<file path="src/logic/redundant_rx_macros.svh">
`ifndef REDUNDANT_RX_MACROS_SVH
`define REDUNDANT_RX_MACROS_SVH

// ====================
// frame layout
// ====================

// byte offset of the copy id within a frame, low nibble holds the number
`define RX_ID_OFFSET 22

// ====================
// widths and counts
// ====================

`define RX_BYTE_W 8 // stream byte
`define RX_ADDR_W 12 // payload address and length
`define RX_COPIES 3 // redundant copies per set

`endif
</file>
<file path="src/logic/redundant_rx_pkg.sv">
`include "redundant_rx_macros.svh"

package redundant_rx_pkg;

	// ====================
	// data widths
	// ====================

	typedef logic [`RX_BYTE_W-1:0] rx_byte_t; // one stream byte
	typedef logic [`RX_ADDR_W-1:0] rx_addr_t; // payload address or length

	// ====================
	// copy bookkeeping
	// ====================

	typedef logic [3:0] copy_id_t; // low nibble of the id byte
	typedef logic [$clog2(`RX_COPIES + 1)-1:0] copy_sel_t; // copy 1..3, 0 unused

	// bit 0: 1/2, bit 1: 1/3, bit 2: 2/3
	typedef logic [`RX_COPIES*(`RX_COPIES-1)/2-1:0] pair_agree_t;

	// set tracking
	typedef enum logic [1:0] {
		st_idle, // waiting for copy 1
		st_got1, // copy 1 stored
		st_got2, // copies 1 and 2 stored
		st_vote // all three in, vote next cycle
	} set_state_e;

endpackage

</file>
<file path="src/logic/copy_set_voter.sv">
`timescale 1ns/1ps

module copy_set_voter import redundant_rx_pkg::*; (
	input  logic        clk,
	input  logic        rst_n,
	input  logic        frame_done,
	input  copy_id_t    frame_id,
	input  pair_agree_t agree,
	output logic        replay_start,
	output copy_sel_t   winner,
	output logic        lost
);

	set_state_e state;

	// ====================
	// order tracking and vote
	// ====================
	always_ff @(posedge clk or negedge rst_n) begin
		if (!rst_n) begin
			state        <= st_idle;
			replay_start <= 1'b0;
			winner       <= '0;
			lost         <= 1'b0;
		end else begin
			replay_start <= 1'b0; // pulses
			lost         <= 1'b0;
			case (state)
				st_idle: if (frame_done) begin
					if (frame_id == copy_id_t'(1))
						state <= st_got1;
					else
						lost <= 1'b1; // set did not start with copy 1
				end
				st_got1: if (frame_done) begin
					if (frame_id == copy_id_t'(1)) begin
						state <= st_got1; // newer copy 1 took over the buffer
					end else if (frame_id == copy_id_t'(2)) begin
						state <= st_got2;
					end else begin
						lost  <= 1'b1;
						state <= st_idle;
					end
				end
				st_got2: if (frame_done) begin
					if (frame_id == copy_id_t'(1)) begin
						state <= st_got1; // restart the set
					end else if (frame_id == copy_id_t'(3)) begin
						state <= st_vote;
					end else begin
						lost  <= 1'b1;
						state <= st_idle;
					end
				end
				st_vote: begin
					// agree settled on the copy 3 frame_done edge
					state <= st_idle;
					if (agree[0] || agree[1]) begin
						winner       <= copy_sel_t'(1);
						replay_start <= 1'b1;
					end else if (agree[2]) begin
						winner       <= copy_sel_t'(2);
						replay_start <= 1'b1;
					end else begin
						lost <= 1'b1; // no two copies match
					end
				end
				default: state <= st_idle;
			endcase
		end
	end

endmodule

</file>
<file path="config.mk">
export PLATFORM = sky130hd
export DESIGN_NAME = copy_set_voter
export DESIGN_NICKNAME = d
export VERILOG_FILES = /design/src/logic/redundant_rx_pkg.sv /design/src/logic/copy_set_voter.sv
export VERILOG_INCLUDE_DIRS = /design/src /design/src/logic
export SDC_FILE = /design/constraint.sdc
export NUM_CORES = 1
export LEC_CHECK = 0
export BUFFER_PORTS_ARGS = -buffer_cell sky130_fd_sc_hd__buf_4
export CAP_MARGIN = 10
export CORE_AREA = 2 2 39 41
export DETAILED_ROUTE_END_ITERATION = 16
export DIE_AREA = 0 0 41 43
export SYNTH_ARGS = -nofsm -noshare
export SYNTH_HDL_FRONTEND = slang
export SYNTH_SLANG_ARGS = --single-unit
</file>
<file path="constraint.sdc">
create_clock -name clk -period 1.4 [get_ports clk]
set_input_delay 0.21 -clock clk [delete_from_list [all_inputs] [get_ports clk]]
set_output_delay 0.21 -clock clk [all_outputs]
set_load 0.02 [all_outputs]
</file>
# After elaboration in Yosys (flattened, before gate mapping)
# Index checks and enable logic that the tools add are counted.
[totals] ff_bits=6 output_inout_bits=4 elab_cells=44
[op_classes] n_eq_ne=10 reduce_logical=5 n_mux=25
[ops] operator="2-to-1 mux 2 bit" n=10
[ops] operator="2-to-1 mux 1 bit" n=13
[ops] operator="== test 4 x 2 -> 1 bit, second input constant" n=2
[ops] operator="!= test 2 bit, second input constant" n=4
[ops] operator="one-hot mux 2 bit (4 select lines)" n=1
[ops] operator="== test 2 bit, second input constant" n=2
[ops] operator="== test 4 x 1 -> 1 bit, second input constant" n=1
[ops] operator="one-hot mux 1 bit (4 select lines)" n=1
[ops] operator="AND reduction 4 bit" n=1
[ops] operator="== test 2 x 1 -> 1 bit, second input constant" n=1
[ops] operator="logical NOT 2 bit" n=1
[ops] operator="AND reduction 2 bit" n=1
[ops] operator="nonzero test 2 bit" n=1
[ops] operator="logical OR 1 bit" n=1

# Logic depth before layout (Yosys ltp)
# Gate-level depths: netlist of the first run.
[logic_depth] depth_word=5 ltp_mapped=5 ltp_nobuf=5

# Worst setup path after synthesis of the first run
# OpenSTA, ideal clock, no wires.
[synth_path] path_type="flip-flop to flip-flop" startpoint="reg state[0]" endpoint="reg state[0]" required_time_ns=1.275 n_path_buf=0 stages_incl_launch_ff=6 path_slack_ns=0.036 arrival_ns=1.239 cell_sequence="dfrtp_1 -> inv_1 -> ha_1 -> nor3_1 -> o21ai_2 -> mux2_4"
[synth_via] elab_chain_len=3 word_cells_on_any_way=10
[synth_rtl] element="start, declared" line="copy_set_voter.sv:14" text="set_state_e state;"
[synth_rtl] element="start signal, assigned" line="copy_set_voter.sv:21" text="state <= st_idle;"
[synth_rtl] element="start signal, assigned" line="copy_set_voter.sv:31" text="state <= st_got1;"
[synth_rtl] element="start signal, assigned" line="copy_set_voter.sv:37" text="state <= st_got1;"
[synth_rtl] element="== test 2 x 1 -> 1 bit (tied with other cells)" line="copy_set_voter.sv:28" text="case (state)"
[synth_rtl] element="!= test 2 bit (no source line)"
[synth_rtl] element="AND reduction 4 bit (no source line)"
# Several ways; a longest one is shown, not always the timed one.
# A chain may end at the register's enable or synchronous reset.

# Final worst setup path of the first run
[layout_path] startpoint="reg state[0]" endpoint="reg winner[1]"
[layout_via] elab_chain_len=2
[layout_rtl] element="== test 2 bit" line="copy_set_voter.sv:28"
[layout_rtl] element="AND reduction 2 bit (no source line)"
[layout_rtl] element="end signal, assigned" line="copy_set_voter.sv:59" text="winner <= copy_sel_t'(1);"
[layout_rtl] element="end signal, assigned" line="copy_set_voter.sv:62" text="winner <= copy_sel_t'(2);"
[layout_rtl] element="end, declared" line="copy_set_voter.sv:10" text="output copy_sel_t winner,"
# Every way passes these cells.

==> impl_summary.md, run 1 <==
Die
The initial utilization of the core area, before any placement, comes to roughly 28%. The initialized floorplan defines 14 standard-cell rows. The die covers around 0.0018 mm^2. The count of pins on the block boundary is 14. The standard cell core area is between 0.001 and 0.0015 mm^2. In this run the horizontal extent of the chip is between 40 and 50 um. The die height is ~43 um.

Yosys
The gate count after technology mapping is 36. In the synthesized netlist the dominant register cell turns out to be sky130_fd_sc_hd__dfrtp_1. The mapped netlist covers 392 um^2. The number of synthesized register bits is 6. The Yosys step of the flow raised 0 warnings. The number of distinct library cell variants in the gate-level netlist after synthesis is 19. Sequential cells were found to cover 38.3% of the synthesized design area.

The fraction of registers with async set or reset after synthesis is 100%. The net count after synthesis is just over 50. Averaged over all synthesized cells, the footprint is approximately 11 um^2.

Counting flops with a built-in enable in the synthesized netlist gives 0.

Worst setup path
The worst register-to-register path has a setup slack of between 0.06 and 0.07 ns. The delay of the slowest critical-path stage is ~0.4 ns. Along the worst path, the maximum fanout reaches 3. The type of the worst setup path is flop to flop.

The capturing element type of the critical path is a flop. The number of buffers and inverters on the critical path is 1. The dominant delay contributor by cell family on the critical path is flip-flops. Tracing the worst setup path back leads to its startpoint at state[0].

The data arrival time of the worst path is 1.46 ns. The beginning of the worst register-to-register path is state[0]. The critical path goes through buf_4 -> ha_1 -> o31a_1 -> mux2_1. On the critical path, the stage with the largest delay is an instance of sky130_fd_sc_hd__dfrtp_1. STA puts the critical path data required time at approximately 1.5 ns.

STA classifies the critical path startpoint as a flop.

Min path
The startpoint identified for the worst hold timing path is agree[0]. In this run the worst hold path is classified as primary input to flop.

STA
The count of final hold-check violations was 0. Setup violations remaining at the end of the flow were counted as 0. The worst pin sits at a relative slew slack of 87.9%. The maximum achievable frequency is 747 MHz.

Dividing the final minimum period by the clock period gives a little over nine tenths. The worst hold slack across all endpoints is around 0.25 ns. The pin slew with the least headroom to its limit is 0.180 ns. The final total negative setup slack is 0 ns. The minimum clock period after layout is between 1 and 1.5 ns. The number of pins exceeding their max-slew limit in the final report is 0.

Setup repair after global routing left no endpoint under its margin. The worst clock skew is about 0.000068 ns. The final worst-path setup slack is just over 0.06 ns.

Final layout
The number of antenna cells inserted is 0. The number of non-filler instances in the completed layout is 76. From synthesis to final layout, the design area changed by 55.0%. The final net count is 77. The fraction of final layout cells sized beyond drive strength 1 is 56.7%.

Place
The count of buffers from port buffering is 13. The routability-driven placement congestion ratio is 0.651. The instance count after placement with tap cells included is between 70 and 80. Before CTS, the worst setup slack after placement is -0.0285 ns. The wire-length estimate of the detail-placed layout is 623 um.

Global route
Global routing consumed, over all layers together, approximately a tenth of the routing resources. The number of global-route vias before repair is 342. The first global-routing pass estimated roughly 1200 um of wire.

Entering global routing, the biggest net connects 7 pins. The total overflow left after global routing is 0. The number of antenna violations at the first check in global routing was 0.

Route
The routed via count is around 350. In the routed design, unresolved DRC markers number 0. The final wirelength is around 770 um. The violation count after the first detailed-routing iteration is 2.

In this run the remaining antenna-violating nets after routing total 0. In the routed layout, each cell is associated on average with a via count of 4.54. The iteration count of the initial detailed-routing pass is 4.

Dividing the detail-routed wire length by the instance count gives just over 10 um.

CTS
The maximum buffer depth of the clock tree is 2. The CTS tree is done. CTS saw 6 sinks. The clock input transition at the sequential cells of the worst setup and hold paths is 0.04 ns. The number of clock buffers inserted by TritonCTS is 3. The clock latency at the later pin of the worst-skew pair is roughly 0.24 ns.

The CTS H-tree depth is 1. The buffer type at the clock tree root is sky130_fd_sc_hd__clkbuf_4.

Pwr
The portion of total power attributed to sequential cells is between 20% and 30%. The proportion of power drawn by combinational gates is approximately 56%. The switching component of the power is 0.330 mW. Net switching is between 30% and 40% of the power. The internal power of the cells is ~0.63 mW.

Power spread over the standard cell area amounts to about 1600 mW/mm^2. The static leakage is roughly 0.3 nW. The clock network fraction of total power is roughly 17%. Summing internal, switching and leakage power gives around 0.96 mW. VDD sags by at most 0.534 mV.

Job
The tool flagged a number of max-cap violations equal to 0.

Status
The run finished with clean final reports.
## synth_stat cells (2+ instances only)
cell | n | area [um^2]
sky130_fd_sc_hd__nand4b_1 | 2 | 17.5
sky130_fd_sc_hd__a21oi_1 | 2 | 10.0
sky130_fd_sc_hd__dfrtp_1 | 6 | 150
sky130_fd_sc_hd__nor2_1 | 4 | 15.0
sky130_fd_sc_hd__o21ai_2 | 2 | 17.5
sky130_fd_sc_hd__inv_1 | 3 | 11.3
sky130_fd_sc_hd__ha_1 | 5 | 62.6
## power by group through the flow
stage | clock (mW) | combinational [mW] | sequential [mW]
CTS | 0.165 | 0.534 | 0.260
global route | 0.174 | 0.599 | 0.272
detailed placement | 0 | 0.491 | 0.267
finish | 0.159 | 0.541 | 0.263
floorplan | 0 | 0.262 | 0.310
global placement | 0 | 0.493 | 0.267
## flip-flops by register name (all words and copies together) (netlist names)
| signal | count |
|---|---|
| winner | 2 |
| replay_start | 1 |
| state | 2 |
| lost | 1 |
## what timing repair did
action                                  in CTS  in global routing
setup buffers                                1                  0
hold buffers                                 1                  0
hold endpoints to repair                     6                  0
cloned                                       0                  0
endpoints found under the setup margin       1                  2
resized for setup                            1                  5
## worst min-delay path: cells and delay by family
kind	cells	cell delay (ns)
AO/OA/AOI/OAI	1	0.11
AND/OR/NAND/NOR	1	0.04
buffers and inverters	1	0.08
## stage by stage
step / cell area (um^2) / utilization, %
3_5_place_dp: 554 / 40.1
5_1_grt: 607 / 43.9
6_report: 607 / 43.9
2_1_floorplan: 392 / -
4_1_cts: 599 / 43.3
3_3_place_gp: 554 / 40.1
## per-layer routing
| metal | vias up | wire (um) | GRT usage [%] |
|---|---|---|---|
| met4 | 0 | 0 | 4.00 |
| met5 | - | 0 | 0 |
| li1 | 179 | - | - |
| met1 | 156 | 333 | 12.1 |
| met2 | 10 | 389 | 15.3 |
| met3 | 0 | 48 | 6.28 |
## area by class of cell
cell class,count,area [um^2]
Sequential cell,6,150
Multi-Input combinational cell,27,243
Timing Repair Buffer,21,160
Fill cell,139,777
Tap cell,16,20.0
Clock buffer,3,22.5
Inverter,3,11.3
## worst paths after layout
check                                 end  cells after the start
worst max register to register  winner[1]                      4
max in group asynchronous            lost                      2
worst min-delay path            winner[0]                      3
worst max-delay path            winner[1]                      4
worst min register to register  winner[1]                      1
min in group asynchronous       winner[0]                      2
## cells in the final DEF, fill, tap and decap left out, drive strengths merged, types with 2 or more instances in the layout
cell type and n:
buf 20, dfrtp 6, ha 5, nor2 4, clkbuf 3, inv 3
mux2 3, nand4b 2, o21ai 2, a21oi 2
## kinds of logic (layout without fill, tap and decap cells)
family          after synthesis  in the layout  share of synthesized area (%)
compound gates                9              9                           16.6
fa+ha+maj                     5              5                           16.0
buf+inv                       3             27                           2.88
flops                         6              6                           38.3
mux                           4              4                           12.1
simple gates                  9              9                           14.1
Power figures use the tool's default switching activity.
==> run 2: changes to the inputs <==
--- a/config.mk
+++ b/config.mk
@@ -11,6 +11,7 @@
 export CORE_AREA = 2 2 39 41
 export DETAILED_ROUTE_END_ITERATION = 16
 export DIE_AREA = 0 0 41 43
+export RECOVER_POWER = 25
 export SYNTH_ARGS = -nofsm -noshare
 export SYNTH_HDL_FRONTEND = slang
 export SYNTH_SLANG_ARGS = --single-unit
==> impl_summary.md, run 2 (same netlist as run 1, synthesis figures left out) <==
Worst setup path
The beginning of the worst register-to-register path is state[0] (unchanged). The capturing element type of the critical path is a flop (unchanged). The type of the worst setup path is flop to flop (unchanged). The startpoint type of the worst setup path is a flop (unchanged). The data arrival time of the worst path is 1.46 ns (about the same).

The launch point of the critical path was state[0] (unchanged). The register-to-register path setup slack is 0.06 ns (about the same). The worst reg2reg path endpoint is winner[1] (unchanged). The required time reported for the critical path endpoint came to 1.52 ns (about the same). The worst-path maximum fanout was 3 (unchanged). The number of cells on the worst reg-to-reg path is 4 (unchanged). The capture point of the worst path is winner[1] (unchanged).

STA
The worst hold slack across all endpoints was 0.248 ns (was 0.250 ns). The count of final hold-check violations is 0 (unchanged). The final worst-path setup slack was 0.0615 ns (about the same).

The final clock period utilization by the worst path came to 95.6% (about the same). The pin slew with the least headroom to its limit came to 0.327 ns (was 0.180 ns). The number of pins exceeding their max-slew limit in the final report was 0 (unchanged). The worst clock skew was 0.0000678 ns (unchanged). The count of final setup violators is 0 (unchanged). RSZ-0062 raised after global routing: false (unchanged).

The worst slew slack as a fraction of its limit is 78.2% (was 87.9%). The maximum achievable frequency is 747 MHz (unchanged). The minimum clock period after layout is 1.34 ns (about the same).

Global route
The number of global-route vias before repair is 342 (unchanged). The final global-route overflow total came to 0 (unchanged). The number of antenna violations at the first check in global routing is 0 (unchanged). The largest net degree at the start of global routing came to 7 (unchanged). The overall fraction of global-route tracks in use is 10.5% (unchanged). The wire length of the first global-routing pass is 1240 um (unchanged).

Final layout
The most common library cell in the layout ignoring fill and taps was sky130_fd_sc_hd__buf_4 (unchanged). The final net count is 77 (unchanged). The fraction of final layout cells sized beyond drive strength 1 was 55.0% (was 56.7%). The post-synthesis to final-layout area growth is 54.0% (was 55.0%).

Leading registers by flop count: state x2, winner x2 (unchanged). The number of antenna cells inserted came to 0 (unchanged). The number of non-filler instances in the completed layout was 76 (unchanged). The area of all placed cells without fillers came to 603 um^2 (was 607 um^2). Most used cells in the layout excluding fill and tap cells: 19 x sky130_fd_sc_hd__buf_4, 6 x sky130_fd_sc_hd__dfrtp_1, 4 x sky130_fd_sc_hd__nor2_1 (was 20 x sky130_fd_sc_hd__buf_4, 6 x sky130_fd_sc_hd__dfrtp_1, 4 x sky130_fd_sc_hd__nor2_1).

Die
The die height is 43 um (unchanged). The horizontal extent of the die is 41 um (unchanged). The standard cell core area is 0.00138 mm^2 (unchanged). The total number of placement rows came to 14 (unchanged).

The full die area is 0.00176 mm^2 (unchanged). The count of pins on the block boundary came to 14 (unchanged). The initial cell density of the core was 28.3% (unchanged).

CTS
The CTS tree is done (unchanged). The number of sinks driven by the clock tree is 6 (unchanged). The maximum buffer depth of the clock tree is 2 (unchanged). The number of clock buffers inserted by TritonCTS was 3 (unchanged).

The CTS H-tree depth is 1 (unchanged). The clock input transition at the sequential cells of the worst setup and hold paths is 0.04 ns (about the same). The buffer type at the clock tree root is sky130_fd_sc_hd__clkbuf_4 (unchanged).

The clock latency at the later pin of the worst-skew pair came to 0.24 ns (about the same).

Route
The antenna violation net count after detailed routing is 0 (unchanged). The number of DRC violations after detailed routing was 0 (unchanged). The routed via count came to 346 (was 345). The final wirelength is 768 um (was 771 um). The violation count after the first detailed-routing iteration is 2 (unchanged). The iteration count of the initial detailed-routing pass came to 4 (unchanged). The post-detailed-route wirelength per cell is 10.1 um (about the same). The detailed-route vias per instance came to 4.55 (was 4.54).

Min path
The class of the worst hold path is primary input to flop (unchanged).

Pwr
The total power per unit cell area is 1590 mW/mm^2 (about the same). The static leakage is 0.291 nW (was 0.295 nW). The total design power came to 0.962 mW (was 0.963 mW). The worst-case vdd ir drop is 0.534 mV (about the same).

Status
Status: complete, no violations (unchanged).

Job
The number of violations of the max-capacitance limit came to 0 (unchanged).

Place
The count of buffers from port buffering is 13 (unchanged). The HPWL after detailed placement is 623 um (unchanged). The worst setup timing slack at the placement stage was -0.0285 ns (unchanged). The routability-driven placement congestion ratio was 0.651 (unchanged).

The total placed instance area came to 554 um^2 (unchanged). The instance count after placement with tap cells included is 71 (unchanged).
[run 2: cell count changes in the layout (fill, tap and decap cells not counted)]
cell and delta:
sky130_fd_sc_hd__buf_4 -1, sky130_fd_sc_hd__clkbuf_1 +1
[run 2: worst max-delay path, cell delays in order (launching register included)]
cell	delay [ns]
sky130_fd_sc_hd__dfrtp_1	0.40
sky130_fd_sc_hd__buf_4	0.15
sky130_fd_sc_hd__ha_1	0.23
sky130_fd_sc_hd__o31a_1	0.13
sky130_fd_sc_hd__mux2_1	0.31
[run 2: timing repair]
| action | 4_1_cts | 5_1_grt |
|---|---|---|
| gates cloned | 0 | 0 |
| hold endpoints to repair | 6 | 0 |
| buffers inserted | 1 | 0 |
| hold buffers | 1 | 0 |
| endpoints found under the setup margin | 1 | 2 |
| resized for setup | 1 | 5 |
[run 2: layout make-up]
| type | count | area [um^2] |
|---|---|---|
| Fill cell | 139 | 781 |
| Timing Repair Buffer | 21 | 156 |
| Clock buffer | 3 | 22.5 |
| Multi-Input combinational cell | 27 | 243 |
| Sequential cell | 6 | 150 |
| Tap cell | 16 | 20.0 |
| Inverter | 3 | 11.3 |
[run 2: worst min-delay path by stage]
stage,from,end,cells past startpoint
5_1_grt,frame_done,lost,3
3_3_place_gp,rst_n,replay_start,1
3_5_place_dp,rst_n,winner[0],1
6_report,agree[0],winner[0],3
4_1_cts,agree[0],winner[0],3
2_1_floorplan,rst_n,lost,0
[run 2: stage by stage]
step                      setup TNS, ns  utilization (%)
after floorplan                       0                -
after global placement          -0.0203             40.1
after detailed placement        -0.0285             40.1
after CTS                             0             43.3
after global routing                  0             43.6
final                                 0             43.6
[run 2: routing by layer]
metal	share of wire (%)	vias to the layer above	track usage (%)
li1	-	179	-
met1	43	157	12.1
met2	51	10	15.3
met3	6.3	0	6.28
met4	0	0	4.00
met5	0	-	0
[run 2: report_power, final]
part           switching, mW  internal [mW]
Clock                 0.0623         0.0970
Sequential            0.0331          0.230
Combinational          0.235          0.305
Total                  0.330          0.632
==> run 3: changes to the inputs <==
==> constraint.sdc (replaced) <==
create_clock -name clk -period 1.2 [get_ports clk]
set_input_delay 0.18 -clock clk [delete_from_list [all_inputs] [get_ports clk]]
set_output_delay 0.18 -clock clk [all_outputs]
set_load 0.02 [all_outputs]
==> impl_summary.md, run 3 (same netlist as run 1, synthesis figures left out) <==
Die
The die height is 43 um (unchanged). The total number of placement rows came to 14 (unchanged). The horizontal extent of the die came to 41 um (unchanged). The full die area is 0.00176 mm^2 (unchanged). The initial cell density of the core is 28.3% (unchanged). The count of pins on the block boundary is 14 (unchanged). The standard cell core area is 0.00138 mm^2 (unchanged).

Pwr
The portion of total power attributed to sequential cells was 24.7% (was 27.3%). The internal power of the cells is 0.857 mW (was 0.632 mW). The switching fraction of total power is 35.6% (was 34.3%). The proportion of power drawn by combinational gates came to 61.8% (was 56.1%). The static leakage is 0.320 nW (was 0.291 nW). The total power per unit cell area is 1870 mW/mm^2 (was 1590 mW/mm^2). The clock network fraction of total power came to 13.5% (was 16.6%).

The switching component of the power was 0.474 mW (was 0.330 mW). The worst-case vdd ir drop came to 0.937 mV (was 0.534 mV).

CTS
The buffer type at the clock tree root is sky130_fd_sc_hd__clkbuf_4 (unchanged). The number of clock buffers inserted by TritonCTS is 3 (unchanged). The clock input transition at the sequential cells of the worst setup and hold paths is 0.05 ns (was 0.04 ns).

The CTS tree is done (unchanged). The clock latency at the later pin of the worst-skew pair was 0.24 ns (about the same). The CTS H-tree depth is 1 (unchanged). The maximum buffer depth of the clock tree was 2 (unchanged). The number of sinks driven by the clock tree was 6 (unchanged).

Place
The HPWL after detailed placement is 753 um (was 623 um). The instance count after placement with tap cells included is 73 (was 71). The total placed instance area is 582 um^2 (was 554 um^2). The count of buffers from port buffering was 13 (unchanged). The routability-driven placement congestion ratio is 0.713 (was 0.651).

Worst setup path
The number of cells on the worst reg-to-reg path is 5 (was 4). The required time reported for the critical path endpoint was 1.32 ns (was 1.52 ns). The data arrival time of the worst path is 1.46 ns (about the same). The capturing element type of the critical path is a flop (unchanged). The register-to-register path setup slack came to -0.14 ns (was 0.06 ns). The worst reg2reg path endpoint is state[0] (was winner[1]). The startpoint type of the worst setup path is a flop (unchanged). The type of the worst setup path is flop to flop (unchanged). The beginning of the worst register-to-register path is state[0] (unchanged). The worst-path maximum fanout is 4 (was 3).

Status
Status: complete, but fails checks (was complete, no violations). The checks that failed: setup timing.

Final layout
Leading registers by flop count: state x2, winner x2 (unchanged). The multi-input gate area in the final layout is 323 um^2 (was 243 um^2). The number of filler cells placed in the layout is 128 (was 139).

The number of antenna cells inserted is 0 (unchanged). Most used cells in the layout excluding fill and tap cells: 21 x sky130_fd_sc_hd__buf_4, 5 x sky130_fd_sc_hd__dfrtp_1, 4 x sky130_fd_sc_hd__nor2_1 (was 19 x sky130_fd_sc_hd__buf_4, 6 x sky130_fd_sc_hd__dfrtp_1, 4 x sky130_fd_sc_hd__nor2_1). The register area was 151 um^2 (was 150 um^2). The area of all placed cells without fillers is 713 um^2 (was 603 um^2). The final net count was 80 (was 77).

The post-synthesis to final-layout area growth is 82.1% (was 54.0%). The most common library cell in the layout ignoring fill and taps is sky130_fd_sc_hd__buf_4 (unchanged). The fraction of final layout cells sized beyond drive strength 1 is 69.8% (was 55.0%). The utilization of the core after routing is 51.5% (was 43.6%). The number of non-filler instances in the completed layout is 79 (was 76).

Route
The detailed-route vias per instance is 4.86 (was 4.55). The post-detailed-route wirelength per cell is 12.2 um (was 10.1 um). The antenna violation net count after detailed routing came to 0 (unchanged). The number of DRC violations after detailed routing is 0 (unchanged). The routed via count was 384 (was 346).

The iteration count of the initial detailed-routing pass was 2 (was 4). The violation count after the first detailed-routing iteration is 5 (was 2). The final wirelength is 962 um (was 768 um).

STA
The final worst-path setup slack is -0.144 ns (was 0.0615 ns). The pin slew with the least headroom to its limit is 0.351 ns (was 0.327 ns). The count of final setup violators is 5 (was 0). The worst slew slack as a fraction of its limit came to 76.6% (was 78.2%). The final total negative setup slack is -0.499 ns (was 0 ns).

The final clock period utilization by the worst path was 112% (was 95.6%). The number of pins exceeding their max-slew limit in the final report is 0 (unchanged). The maximum achievable frequency is 744 MHz (was 747 MHz). RSZ-0062 raised after global routing: true (was false). The worst clock skew came to 0.00478 ns (was 0.0000678 ns). The minimum clock period after layout came to 1.34 ns (about the same). The count of final hold-check violations is 0 (unchanged).

Min path
The class of the worst hold path is primary input to flop (unchanged). The endpoint of the worst hold-timing path is winner[0] (unchanged). The number of instances on the worst hold path is 3 (unchanged). The beginning of the worst hold path is agree[0] (unchanged).

Global route
The largest net degree at the start of global routing is 7 (unchanged). The wire length of the first global-routing pass was 1620 um (was 1240 um). The number of global-route vias before repair is 389 (was 342). The final global-route overflow total is 0 (unchanged). The overall fraction of global-route tracks in use was 14.4% (was 10.5%). The number of antenna violations at the first check in global routing is 0 (unchanged).

Job
The number of violations of the max-capacitance limit is 0 (unchanged).
==> run 3: layout make-up <==
class / count / area share, %
timing repair buffer: 24 / 25.6
multi-input combinational: 27 / 45.3
inverter: 3 / 1.93
sequential: 6 / 21.2
clock buffer: 3 / 3.16
tap: 16 / 2.81
==> run 3: worst max path at each step <==
| stage | endpoint | slack [ns] | start | depth (start not counted) |
|---|---|---|---|---|
| detailed placement | state[0] | -0.16 | state[0] | 5 |
| global route | state[0] | -0.20 | state[0] | 5 |
| global placement | state[0] | -0.14 | state[0] | 5 |
| CTS | state[0] | -0.15 | state[1] | 5 |
| floorplan | state[0] | -0.09 | state[0] | 5 |
| finish | state[0] | -0.14 | state[0] | 5 |
==> run 3: power groups by stage <==
| stage | clock network [mW] | registers, mW | logic, mW |
|---|---|---|---|
| 6_report | 0.180 | 0.328 | 0.822 |
| 5_1_grt | 0.211 | 0.339 | 0.901 |
| 4_1_cts | 0.194 | 0.310 | 0.709 |
| 3_5_place_dp | 0 | 0.317 | 0.597 |
| 3_3_place_gp | 0 | 0.315 | 0.593 |
| 2_1_floorplan | 0 | 0.366 | 0.332 |
==> run 3: worst max-delay path, stage by stage, from the launching register on <==
cell and delay (ns):
sky130_fd_sc_hd__dfrtp_2 0.45, sky130_fd_sc_hd__inv_4 0.10, sky130_fd_sc_hd__ha_4 0.17, sky130_fd_sc_hd__nor3_4 0.04, sky130_fd_sc_hd__o21ai_2 0.15, sky130_fd_sc_hd__mux2_4 0.31
==> run 3: layer usage <==
layer,share of wire (%),GRT usage (%),routed length (um),up-vias
met3,5.5,4.71,53,2
met5,0,0,0,-
met2,54,22.2,516,10
met1,40,15.5,383,186
li1,-,-,-,186
met4,0.83,10.0,8,0
==> run 3: repair_timing <==
| item | 4_1_cts | 5_1_grt |
|---|---|---|
| cloned | 0 | 0 |
| endpoints found under the setup margin | 5 | 5 |
| buffers inserted | 2 | 0 |
| endpoints found under the hold margin | 6 | 0 |
| gates resized for setup | 7 | 8 |
| hold buffers | 1 | 0 |
==> run 3: metrics by stage <==
stage          hold WS, ns  worst slack [ns]  power (mW)
2_1_floorplan       -0.116           -0.0917       0.698
3_3_place_gp      -0.00697            -0.138       0.908
3_5_place_dp      -0.00403            -0.165       0.913
4_1_cts              0.216            -0.151        1.21
5_1_grt              0.231            -0.200        1.45
6_report             0.227            -0.144        1.33
